**config.mk**
```make
export PLATFORM = sky130hd
export DESIGN_NAME = dm_top
export DESIGN_NICKNAME = d
export VERILOG_FILES = /design/src/logic/dm_reg_pkg.sv /design/src/logic/dmi_pkg.sv /design/src/logic/dm_ctrl_regs.sv /design/src/logic/dm_hart_slice.sv /design/src/logic/dm_status_gather.sv /design/src/logic/dm_top.sv /design/src/logic/dmi_resp_fifo.sv
export SDC_FILE = /design/constraint.sdc
export NUM_CORES = 1
export LEC_CHECK = 0
export ABC_AREA = 1
export BUFFER_PORTS_ARGS = -buffer_cell sky130_fd_sc_hd__buf_2
export CAP_MARGIN = 20
export CELL_PAD_IN_SITES_DETAIL_PLACEMENT = 1
export CELL_PAD_IN_SITES_GLOBAL_PLACEMENT = 1
export CORE_MARGIN = 2
export CORE_UTILIZATION = 42
export CTS_CLUSTER_DIAMETER = 40
export DETAILED_ROUTE_END_ITERATION = 8
export PLACE_DENSITY_LB_ADDON = 0.2
export SLEW_MARGIN = 5
export SYNTH_ARGS = -nofsm -noshare
export SYNTH_HDL_FRONTEND = slang
export SYNTH_HIERARCHICAL = 1
export SYNTH_SLANG_ARGS = --single-unit
```
**constraint.sdc**
```tcl
create_clock -name clk_i -period 2.9 [get_ports clk_i]
set_input_delay 0.58 -clock clk_i [delete_from_list [all_inputs] [get_ports clk_i]]
set_output_delay 0.58 -clock clk_i [all_outputs]
set_load 0.05 [all_outputs]
```
**src/logic/dm_reg_pkg.sv**
```systemverilog
package dm_reg_pkg;

  // --------------------------------------------------
  // register addresses
  // --------------------------------------------------
  typedef enum logic [6:0] {
    DMControl = 7'h10,
    DMStatus  = 7'h11,
    HaltSum0  = 7'h40
  } dm_csr_e;

  localparam int unsigned HartSelWidth = 20;

  // debug spec 0.13
  localparam logic [3:0] DbgVersion013 = 4'h2;

  // --------------------------------------------------
  // field layouts
  // --------------------------------------------------
  typedef struct packed {
    logic       haltreq;
    logic       resumereq;
    logic       hartreset;
    logic       ackhavereset;
    logic       zero1;
    logic       hasel;
    logic [9:0] hartsello;
    logic [9:0] hartselhi;
    logic [1:0] zero0;
    logic       setresethaltreq;
    logic       clrresethaltreq;
    logic       ndmreset;
    logic       dmactive;
  } dmcontrol_t;

  typedef struct packed {
    logic [8:0] zero1;
    logic       impebreak;
    logic [1:0] zero0;
    logic       allhavereset;
    logic       anyhavereset;
    logic       allresumeack;
    logic       anyresumeack;
    logic       allnonexistent;
    logic       anynonexistent;
    logic       allunavail;
    logic       anyunavail;
    logic       allrunning;
    logic       anyrunning;
    logic       allhalted;
    logic       anyhalted;
    logic       authenticated;
    logic       authbusy;
    logic       hasresethaltreq;
    logic       devtreeaddrvalid;
    logic [3:0] version;
  } dmstatus_t;

  // one data word, seen raw or through either register layout
  typedef union packed {
    logic [31:0] raw;
    dmcontrol_t  ctrl;
    dmstatus_t   status;
  } dm_word_u;

endpackage

```
**src/logic/dmi_pkg.sv**
```systemverilog
package dmi_pkg;

  // --------------------------------------------------
  // debug module interface transport
  // --------------------------------------------------

  // request address and data word
  localparam int unsigned DmiAddrWidth = 7;
  localparam int unsigned DmiDataWidth = 32;

  // request operation, same code points as the DTM dmi register
  typedef enum logic [1:0] {
    DmiNop   = 2'h0,
    DmiRead  = 2'h1,
    DmiWrite = 2'h2
  } dmi_op_e;

  // 2'h3 is reserved and treated like a nop

endpackage

```
**src/logic/dm_ctrl_regs.sv**
```systemverilog
`timescale 1ns/100ps

module dm_ctrl_regs #(
  parameter int unsigned NrHarts = 1
) (
  input  logic                                 clk_i,
  input  logic                                 rst_ni,
  input  logic                                 req_fire_i,
  input  dmi_pkg::dmi_op_e                     req_op_i,
  input  logic [dmi_pkg::DmiAddrWidth-1:0]     req_addr_i,
  input  logic [dmi_pkg::DmiDataWidth-1:0]     req_data_i,
  input  dm_reg_pkg::dmstatus_t                dmstatus_i,
  input  logic [31:0]                          haltsum0_i,
  input  logic                                 sel_resumeack_i,
  output logic [31:0]                          rdata_o,
  output logic [dm_reg_pkg::HartSelWidth-1:0]  hartsel_o,
  output logic                                 haltreq_o,
  output logic                                 resumereq_o,
  output logic                                 ackhavereset_o,
  output logic                                 ndmreset_o,
  output logic                                 dmactive_o,
  output logic                                 clear_resumeack_o
);

  import dmi_pkg::*;
  import dm_reg_pkg::*;

  dm_csr_e    csr_addr;
  dm_word_u   wdata;
  dm_word_u   rword;
  dmcontrol_t dmcontrol_d, dmcontrol_q;
  logic       ctrl_write;
  logic       hart_exists;

  assign csr_addr   = dm_csr_e'(req_addr_i);
  assign wdata.raw  = req_data_i;
  assign ctrl_write = req_fire_i && (req_op_i == DmiWrite) && (csr_addr == DMControl);

  assign hartsel_o   = {dmcontrol_q.hartselhi, dmcontrol_q.hartsello};
  assign hart_exists = (32'(hartsel_o) < NrHarts);

  // --------------------------------------------------
  // dmcontrol next state
  // --------------------------------------------------
  always_comb begin
    dmcontrol_d       = dmcontrol_q;
    ackhavereset_o    = 1'b0;
    clear_resumeack_o = 1'b0;

    if (ctrl_write) begin
      dmcontrol_d = wdata.ctrl;
      // ack only reaches a hart that is there
      ackhavereset_o    = dmcontrol_q.dmactive & wdata.ctrl.ackhavereset & hart_exists;
      clear_resumeack_o = dmcontrol_q.dmactive & ~dmcontrol_q.resumereq
                          & wdata.ctrl.resumereq;
    end

    // fields without function read as zero
    dmcontrol_d.hartreset       = 1'b0;
    dmcontrol_d.ackhavereset    = 1'b0;
    dmcontrol_d.zero1           = 1'b0;
    dmcontrol_d.hasel           = 1'b0;
    dmcontrol_d.zero0           = '0;
    dmcontrol_d.setresethaltreq = 1'b0;
    dmcontrol_d.clrresethaltreq = 1'b0;

    // hart has acknowledged the resume
    if (dmcontrol_q.resumereq && sel_resumeack_i) begin
      dmcontrol_d.resumereq = 1'b0;
    end

    // soft reset while inactive, only dmactive can be written
    if (!dmcontrol_q.dmactive) begin
      dmcontrol_d          = '0;
      dmcontrol_d.dmactive = ctrl_write & wdata.ctrl.dmactive;
    end
  end

  always_ff @(posedge clk_i or negedge rst_ni) begin
    if (!rst_ni) begin
      dmcontrol_q <= '0;
    end else begin
      dmcontrol_q <= dmcontrol_d;
    end
  end

  assign haltreq_o   = dmcontrol_q.haltreq;
  assign resumereq_o = dmcontrol_q.resumereq;
  assign ndmreset_o  = dmcontrol_q.ndmreset;
  assign dmactive_o  = dmcontrol_q.dmactive;

  // --------------------------------------------------
  // read word, zero for writes and nops
  // --------------------------------------------------
  always_comb begin
    rword.raw = '0;
    if (req_op_i == DmiRead) begin
      case (csr_addr)
        DMControl: rword.ctrl   = dmcontrol_q;
        DMStatus:  rword.status = dmstatus_i;
        HaltSum0:  rword.raw    = haltsum0_i;
        default:   rword.raw    = '0;
      endcase
    end
  end

  assign rdata_o = rword.raw;

endmodule

```
**src/logic/dm_hart_slice.sv**
```systemverilog
`timescale 1ns/100ps

module dm_hart_slice #(
  parameter int unsigned HartIdx = 0
) (
  input  logic                                 clk_i,
  input  logic                                 rst_ni,
  input  logic [dm_reg_pkg::HartSelWidth-1:0]  hartsel_i,
  input  logic                                 haltreq_i,
  input  logic                                 resumereq_i,
  input  logic                                 ackhavereset_i,
  input  logic                                 ndmreset_i,
  input  logic                                 halted_i,
  input  logic                                 unavailable_i,
  input  logic                                 resumeack_i,
  output logic                                 haltreq_o,
  output logic                                 resumereq_o,
  output logic                                 havereset_o,
  output logic                                 halted_o,
  output logic                                 running_o
);

  import dm_reg_pkg::*;

  logic selected;
  logic havereset_q;

  assign selected = (hartsel_i == HartSelWidth'(HartIdx));

  // requests only go to the selected hart
  assign haltreq_o   = selected & haltreq_i;
  // a hart that has already acked does not see the request again
  assign resumereq_o = selected & resumereq_i & ~resumeack_i;

  // unavailable wins over halted and running
  assign halted_o  = halted_i & ~unavailable_i;
  assign running_o = ~halted_i & ~unavailable_i;

  // ndmreset has priority over the ack
  always_ff @(posedge clk_i or negedge rst_ni) begin
    if (!rst_ni) begin
      havereset_q <= 1'b1;
    end else if (ndmreset_i) begin
      havereset_q <= 1'b1;
    end else if (ackhavereset_i && selected) begin
      havereset_q <= 1'b0;
    end
  end

  assign havereset_o = havereset_q;

endmodule

```
**src/logic/dm_status_gather.sv**
```systemverilog
`timescale 1ns/100ps

module dm_status_gather #(
  parameter int unsigned NrHarts = 1
) (
  input  logic [dm_reg_pkg::HartSelWidth-1:0]  hartsel_i,
  input  logic [NrHarts-1:0]                   halted_i,
  input  logic [NrHarts-1:0]                   running_i,
  input  logic [NrHarts-1:0]                   unavailable_i,
  input  logic [NrHarts-1:0]                   resumeack_i,
  input  logic [NrHarts-1:0]                   havereset_i,
  output dm_reg_pkg::dmstatus_t                dmstatus_o,
  output logic [31:0]                          haltsum0_o,
  output logic                                 sel_resumeack_o
);

  import dm_reg_pkg::*;

  // number of 32-hart groups
  localparam int unsigned NrGroups = (NrHarts + 31) / 32;

  logic                    sel_halted, sel_running, sel_unavail;
  logic                    sel_resumeack, sel_havereset;
  logic                    nonexistent;
  logic [NrGroups*32-1:0]  halted_flat;
  logic [14:0]             group_idx;

  assign nonexistent = (32'(hartsel_i) >= NrHarts);

  // selected hart, all zero if none matches
  always_comb begin
    sel_halted    = 1'b0;
    sel_running   = 1'b0;
    sel_unavail   = 1'b0;
    sel_resumeack = 1'b0;
    sel_havereset = 1'b0;
    for (int unsigned k = 0; k < NrHarts; k++) begin
      if (hartsel_i == HartSelWidth'(k)) begin
        sel_halted    = halted_i[k];
        sel_running   = running_i[k];
        sel_unavail   = unavailable_i[k];
        sel_resumeack = resumeack_i[k];
        sel_havereset = havereset_i[k];
      end
    end
  end

  // --------------------------------------------------
  // dmstatus, one hart selected so any equals all
  // --------------------------------------------------
  always_comb begin
    dmstatus_o                = '0;
    dmstatus_o.version        = DbgVersion013;
    dmstatus_o.authenticated  = 1'b1;
    dmstatus_o.allhavereset   = sel_havereset;
    dmstatus_o.anyhavereset   = sel_havereset;
    dmstatus_o.allresumeack   = sel_resumeack;
    dmstatus_o.anyresumeack   = sel_resumeack;
    dmstatus_o.allnonexistent = nonexistent;
    dmstatus_o.anynonexistent = nonexistent;
    dmstatus_o.allunavail     = sel_unavail;
    dmstatus_o.anyunavail     = sel_unavail;
    dmstatus_o.allrunning     = sel_running;
    dmstatus_o.anyrunning     = sel_running;
    dmstatus_o.allhalted      = sel_halted;
    dmstatus_o.anyhalted      = sel_halted;
  end

  assign sel_resumeack_o = sel_resumeack;

  // haltsum0 shows the group that hartsel points into
  assign group_idx = hartsel_i[19:5];

  always_comb begin
    halted_flat              = '0;
    halted_flat[NrHarts-1:0] = halted_i;
    haltsum0_o               = '0;
    if (group_idx < 15'(NrGroups)) begin
      haltsum0_o = halted_flat[group_idx*32 +: 32];
    end
  end

endmodule

```
**src/logic/dm_top.sv**
```systemverilog
`timescale 1ns/100ps

module dm_top #(
  parameter int unsigned NrHarts   = 1,
  parameter int unsigned RespDepth = 2
) (
  input  logic                              clk_i,
  input  logic                              rst_ni,
  input  logic                              dmi_req_valid_i,
  output logic                              dmi_req_ready_o,
  input  logic [dmi_pkg::DmiAddrWidth-1:0]  dmi_req_addr_i,
  input  dmi_pkg::dmi_op_e                  dmi_req_op_i,
  input  logic [dmi_pkg::DmiDataWidth-1:0]  dmi_req_data_i,
  output logic                              dmi_resp_valid_o,
  input  logic                              dmi_resp_ready_i,
  output logic [dmi_pkg::DmiDataWidth-1:0]  dmi_resp_data_o,
  input  logic [NrHarts-1:0]                halted_i,
  input  logic [NrHarts-1:0]                unavailable_i,
  input  logic [NrHarts-1:0]                resumeack_i,
  output logic [NrHarts-1:0]                haltreq_o,
  output logic [NrHarts-1:0]                resumereq_o,
  output logic                              ndmreset_o,
  output logic                              dmactive_o,
  output logic                              clear_resumeack_o
);

  import dm_reg_pkg::*;

  logic                    req_fire, resp_pop;
  logic                    fifo_full, fifo_empty;
  logic [31:0]             rdata, haltsum0;
  logic [HartSelWidth-1:0] hartsel;
  logic                    haltreq, resumereq, ackhavereset;
  logic                    sel_resumeack;
  dmstatus_t               dmstatus;
  logic [NrHarts-1:0]      slice_halted, slice_running, havereset;

  // --------------------------------------------------
  // handshakes
  // --------------------------------------------------
  assign dmi_req_ready_o  = ~fifo_full;
  assign req_fire         = dmi_req_valid_i & dmi_req_ready_o;
  assign dmi_resp_valid_o = ~fifo_empty;
  assign resp_pop         = dmi_resp_valid_o & dmi_resp_ready_i;

  dm_ctrl_regs #(
    .NrHarts (NrHarts)
  ) u_ctrl_regs (
    .clk_i             (clk_i),
    .rst_ni            (rst_ni),
    .req_fire_i        (req_fire),
    .req_op_i          (dmi_req_op_i),
    .req_addr_i        (dmi_req_addr_i),
    .req_data_i        (dmi_req_data_i),
    .dmstatus_i        (dmstatus),
    .haltsum0_i        (haltsum0),
    .sel_resumeack_i   (sel_resumeack),
    .rdata_o           (rdata),
    .hartsel_o         (hartsel),
    .haltreq_o         (haltreq),
    .resumereq_o       (resumereq),
    .ackhavereset_o    (ackhavereset),
    .ndmreset_o        (ndmreset_o),
    .dmactive_o        (dmactive_o),
    .clear_resumeack_o (clear_resumeack_o)
  );

  // one slice per hart
  for (genvar h = 0; h < NrHarts; h++) begin : g_hart
    dm_hart_slice #(
      .HartIdx (h)
    ) u_slice (
      .clk_i          (clk_i),
      .rst_ni         (rst_ni),
      .hartsel_i      (hartsel),
      .haltreq_i      (haltreq),
      .resumereq_i    (resumereq),
      .ackhavereset_i (ackhavereset),
      .ndmreset_i     (ndmreset_o),
      .halted_i       (halted_i[h]),
      .unavailable_i  (unavailable_i[h]),
      .resumeack_i    (resumeack_i[h]),
      .haltreq_o      (haltreq_o[h]),
      .resumereq_o    (resumereq_o[h]),
      .havereset_o    (havereset[h]),
      .halted_o       (slice_halted[h]),
      .running_o      (slice_running[h])
    );
  end

  dm_status_gather #(
    .NrHarts (NrHarts)
  ) u_status_gather (
    .hartsel_i       (hartsel),
    .halted_i        (slice_halted),
    .running_i       (slice_running),
    .unavailable_i   (unavailable_i),
    .resumeack_i     (resumeack_i),
    .havereset_i     (havereset),
    .dmstatus_o      (dmstatus),
    .haltsum0_o      (haltsum0),
    .sel_resumeack_o (sel_resumeack)
  );

  dmi_resp_fifo #(
    .RespDepth (RespDepth)
  ) u_resp_fifo (
    .clk_i   (clk_i),
    .rst_ni  (rst_ni),
    .push_i  (req_fire),
    .data_i  (rdata),
    .full_o  (fifo_full),
    .pop_i   (resp_pop),
    .data_o  (dmi_resp_data_o),
    .empty_o (fifo_empty)
  );

endmodule

```
**src/logic/dmi_resp_fifo.sv**
```systemverilog
`timescale 1ns/100ps

module dmi_resp_fifo #(
  parameter int unsigned RespDepth = 2
) (
  input  logic                              clk_i,
  input  logic                              rst_ni,
  input  logic                              push_i,
  input  logic [dmi_pkg::DmiDataWidth-1:0]  data_i,
  output logic                              full_o,
  input  logic                              pop_i,
  output logic [dmi_pkg::DmiDataWidth-1:0]  data_o,
  output logic                              empty_o
);

  localparam int unsigned PtrWidth = (RespDepth > 1) ? $clog2(RespDepth) : 1;
  localparam logic [PtrWidth-1:0] LastPtr = PtrWidth'(RespDepth - 1);

  logic [dmi_pkg::DmiDataWidth-1:0] mem_q [RespDepth];
  logic [PtrWidth-1:0]              wr_ptr_q, rd_ptr_q;
  logic [PtrWidth:0]                count_q;
  logic                             do_push, do_pop;

  assign full_o  = (count_q == (PtrWidth + 1)'(RespDepth));
  assign empty_o = (count_q == '0);

  // drop a push into a full queue and a pop from an empty one
  assign do_push = push_i & ~full_o;
  assign do_pop  = pop_i & ~empty_o;

  // first word fall-through
  assign data_o = mem_q[rd_ptr_q];

  always_ff @(posedge clk_i or negedge rst_ni) begin
    if (!rst_ni) begin
      wr_ptr_q <= '0;
      rd_ptr_q <= '0;
      count_q  <= '0;
    end else begin
      if (do_push) begin
        wr_ptr_q <= (wr_ptr_q == LastPtr) ? '0 : wr_ptr_q + 1'b1;
      end
      if (do_pop) begin
        rd_ptr_q <= (rd_ptr_q == LastPtr) ? '0 : rd_ptr_q + 1'b1;
      end
      // simultaneous push and pop keeps the count
      if (do_push && !do_pop) begin
        count_q <= count_q + 1'b1;
      end else if (do_pop && !do_push) begin
        count_q <= count_q - 1'b1;
      end
    end
  end

  always_ff @(posedge clk_i) begin
    if (do_push) begin
      mem_q[wr_ptr_q] <= data_i;
    end
  end

endmodule

```
==> key figures <==
Status
  • Outcome: finished, final reports clean

Synth
  • Synth Warn #: 6
  • Syn Std Cell Area: 5380 µm²
  • Number of synthesized register bits: 93
  • Post-synth top flop: edfxtp_1
  • Asr flop ratio synth: 31.2%
  • Post-synth EDFFs: 64
  • Sequential share of the synthesized area: 49.2%
  • Avg Cell Area, Syn: 7.95 µm²
  • Mapped Cells: 677
  • Synth cell types: 27

Timing
  • RSZ-0062 raised after global routing: false
  • Fin Clk Skew: 0.00523 ns
  • F_max: 0.390 GHz
  • Final setup vio count: 0
  • Slew margin rel.: 56.5%
  • Fin Setup TNS: 0 ns
  • Minimum clock period: 2.57 ns
  • Part of the cycle the worst path needs: 88.5%
  • Post-route setup slack: 0.334 ns
  • Final Hold Vio Count: 0
  • Fin. max-slew vios: 0
  • Worst slew pin tran: 0.653 ns

Cells and area
  • Share of cells above drive strength 1: 17.1%
  • Final nets: 786
  • Post-route cell area: 5970 µm²
  • ANT cells: 0
  • Most frequent cells in the layout: nand2_1, nor2_1, nand3_1, buf_2, edfxtp_1
  • Final non-filler cell total: 913
  • Most common cell after layout, fill and taps aside: nand2_1
  • Synthesis-to-layout area growth: 10.9%

Clock network
  • Skew-Pair Late Insertion Delay: 0.34 ns
  • CTS tree: yes
  • CTS root buf: clkbuf_16
  • Clock slew seen by the registers of the worst setup and hold paths: 0.06 ns
  • Post_cts resized: 0
  • Max Root-Sink Buffers: 2
  • Clock Sinks: 93
  • Postcts setup bufs: 0
  • Hold_buf cts: 0
  • CTS buffer count: 9
  • CTS H-tree depth: 3

Critical path
  • Critical Path RT: 2.32 ns
  • Worst setup path class: flop to output pin
  • Worst setup EP type: output pin
  • CP Launch Type: flop
  • Worst reg2reg setup slack: 0.77 ns
  • CP arrival: 1.99 ns
  • Cell family with most CP delay: simple AND/OR/NAND/NOR gates
  • Slowest-stage cell, CP: dfrtp_1
  • Maximum fanout along the worst path: 4
  • Cells along the critical path: inv_1 > nor2_2 > nor2_2 > inv_1 > nor2_1 > nand3_1 > nor3_1 > buf_2
  • CP Depth: 8
  • Reg2reg path depth: 10
  • CP max stage delay: 0.40 ns
  • CP bufs+invs: 3
  • Crit Reg-Reg Endpoint: u_ctrl_regs/hartsel_o[15]
  • Reg2reg start: u_resp_fifo/count_q[1]

Worst hold path
  • Hold Path Class: input pin to asynchronous set/reset pin

Routing
  • Vias per Instance: 4.74
  • Post-route ant nets: 0
  • DRT Pass-1 Iters: 4
  • WL final: 13.5 mm
  • Routed vias: 4332
  • DR iter-0 viols: 191
  • Drt wl/cell: 14.7 µm
  • # DRC: 0

Global routing
  • Largest net degree at the start of global routing: 34
  • Antenna violations before repair: 0
  • GRT Total Usage: 21.1%
  • Total gr overflow: 0
  • Met3 Usage GRT: 2.37%
  • Global route hottest layer: met2
  • Vias in the first global route: 4441
  • Met2 GRT Util: 37.2%
  • Global-route wire length before repair: 21.9 mm
  • Grt met1 use: 25.8%

Placed design
  • DP HPWL: 9.57 mm
  • Placer congestion estimate: 0.812
  • Dpl cell area: 5670 µm²
  • Inst Count DP: 898
  • Pre-CTS setup slack: 0.570 ns
  • PortBufs: 79

Floorplanning
  • I/O pin count: 87
  • Die height: 117 µm
  • Initial Utilization: 42.8%
  • Die W: 117 µm
  • Die area: 13700 µm²
  • CORE AREA: 12600 µm²
  • Rows: 41

Pwr
  • Leakage: 2.78 nW
  • IR Drop Worst-Case VDD: 0.286 mV
  • Power per Cell Area: 794 nW/µm²

Job
  • # Max-Cap Violations: 0
==> synth_stat cells, types with 2 or more instances <==
| library cell | instances | area share, % |
|---|---|---|
| nand3_1 | 91 | 8.5 |
| nor2_2 | 9 | 1.0 |
| nor2_1 | 116 | 8.1 |
| buf_1 | 5 | 0.35 |
| nor3_2 | 2 | 0.37 |
| conb_1 | 2 | 0.14 |
| nor2_4 | 3 | 0.63 |
| buf_4 | 70 | 9.8 |
| edfxtp_1 | 64 | 36 |
| dfrtp_1 | 28 | 13 |
| o21ai_1 | 19 | 1.8 |
| clkbuf_1 | 5 | 0.35 |
| o21ai_0 | 6 | 0.56 |
| inv_1 | 61 | 4.3 |
| nand3_2 | 2 | 0.37 |
| buf_2 | 13 | 1.2 |
| nand4_1 | 8 | 0.93 |
| nand2_1 | 163 | 11 |
| or2_1 | 2 | 0.23 |
==> logic make-up (layout without fill, tap and decap cells) <==
kind of cell / Yosys count / count (layout) / synth area share [%]
other cells: 2 / 51 / 0.139
xor+xnor: 1 / 1 / 0.163
fa+ha+maj: 1 / 1 / 0.232
compound gates: 25 / 25 / 2.32
flops: 93 / 93 / 49.2
simple gates: 400 / 400 / 32.0
buf+inv: 155 / 170 / 16.0
==> power breakdown <==
| part | internal (mW) | switching, mW | leakage [nW] |
|---|---|---|---|
| Clock | 0.745 | 0.487 | 0.142 |
| Sequential | 1.67 | 0.0682 | 1.03 |
| Combinational | 0.352 | 1.42 | 1.61 |
| Total | 2.76 | 1.98 | 2.78 |
==> registers in the layout, summed over array words and instances, names as in the netlist <==
| signal | count |
|---|---|
| u_resp_fifo/wr_ptr_q | 1 |
| u_ctrl_regs/dmactive_o | 1 |
| u_resp_fifo/count_q | 2 |
| u_ctrl_regs/resumereq_o | 1 |
| u_resp_fifo/rd_ptr_q | 1 |
| u_resp_fifo/mem_q | 64 |
| u_ctrl_regs/haltreq_o | 1 |
| u_ctrl_regs/hartsel_o | 20 |
| g_hart.u_slice/havereset_o | 1 |
| u_ctrl_regs/ndmreset_o | 1 |
==> through the flow <==
| step | hold WS (ns) | util [%] | total power [mW] |
|---|---|---|---|
| floorplan | 0.284 | - | 3.17 |
| global placement | 0.458 | 45.1 | 3.51 |
| CTS | 0.283 | 47.5 | 4.80 |
| global route | 0.321 | 47.5 | 4.99 |
| detailed placement | 0.469 | 45.1 | 3.56 |
| finish | 0.259 | 47.5 | 4.74 |
==> worst max path at each step <==
stage	start	end	slack, ns
floorplan	dmi_req_valid_i	clear_resumeack_o	0.10
CTS	u_resp_fifo/count_q[1]	clear_resumeack_o	0.33
finish	u_resp_fifo/count_q[1]	clear_resumeack_o	0.33
global placement	dmi_req_valid_i	clear_resumeack_o	0.66
global route	u_resp_fifo/count_q[1]	clear_resumeack_o	0.17
detailed placement	dmi_req_addr_i[3]	u_resp_fifo/mem_q[0][7]	0.57
==> routing by layer <==
layer / up-vias / wire length [µm]
met4: 0 / 378
met1: 2091 / 5980
met5: - / 0
met2: 60 / 6830
li1: 2159 / -
met3: 22 / 277
==> final cells by class <==
type	instances	area [µm²]
well taps	172	215
inverters	62	233
fillers	1621	6600
repair buffers	93	500
clock inverters	5	76.3
flip-flops and latches	93	2650
multi-input cells	478	2070
clock buffers	10	229
Power figures use the tool's default switching activity.
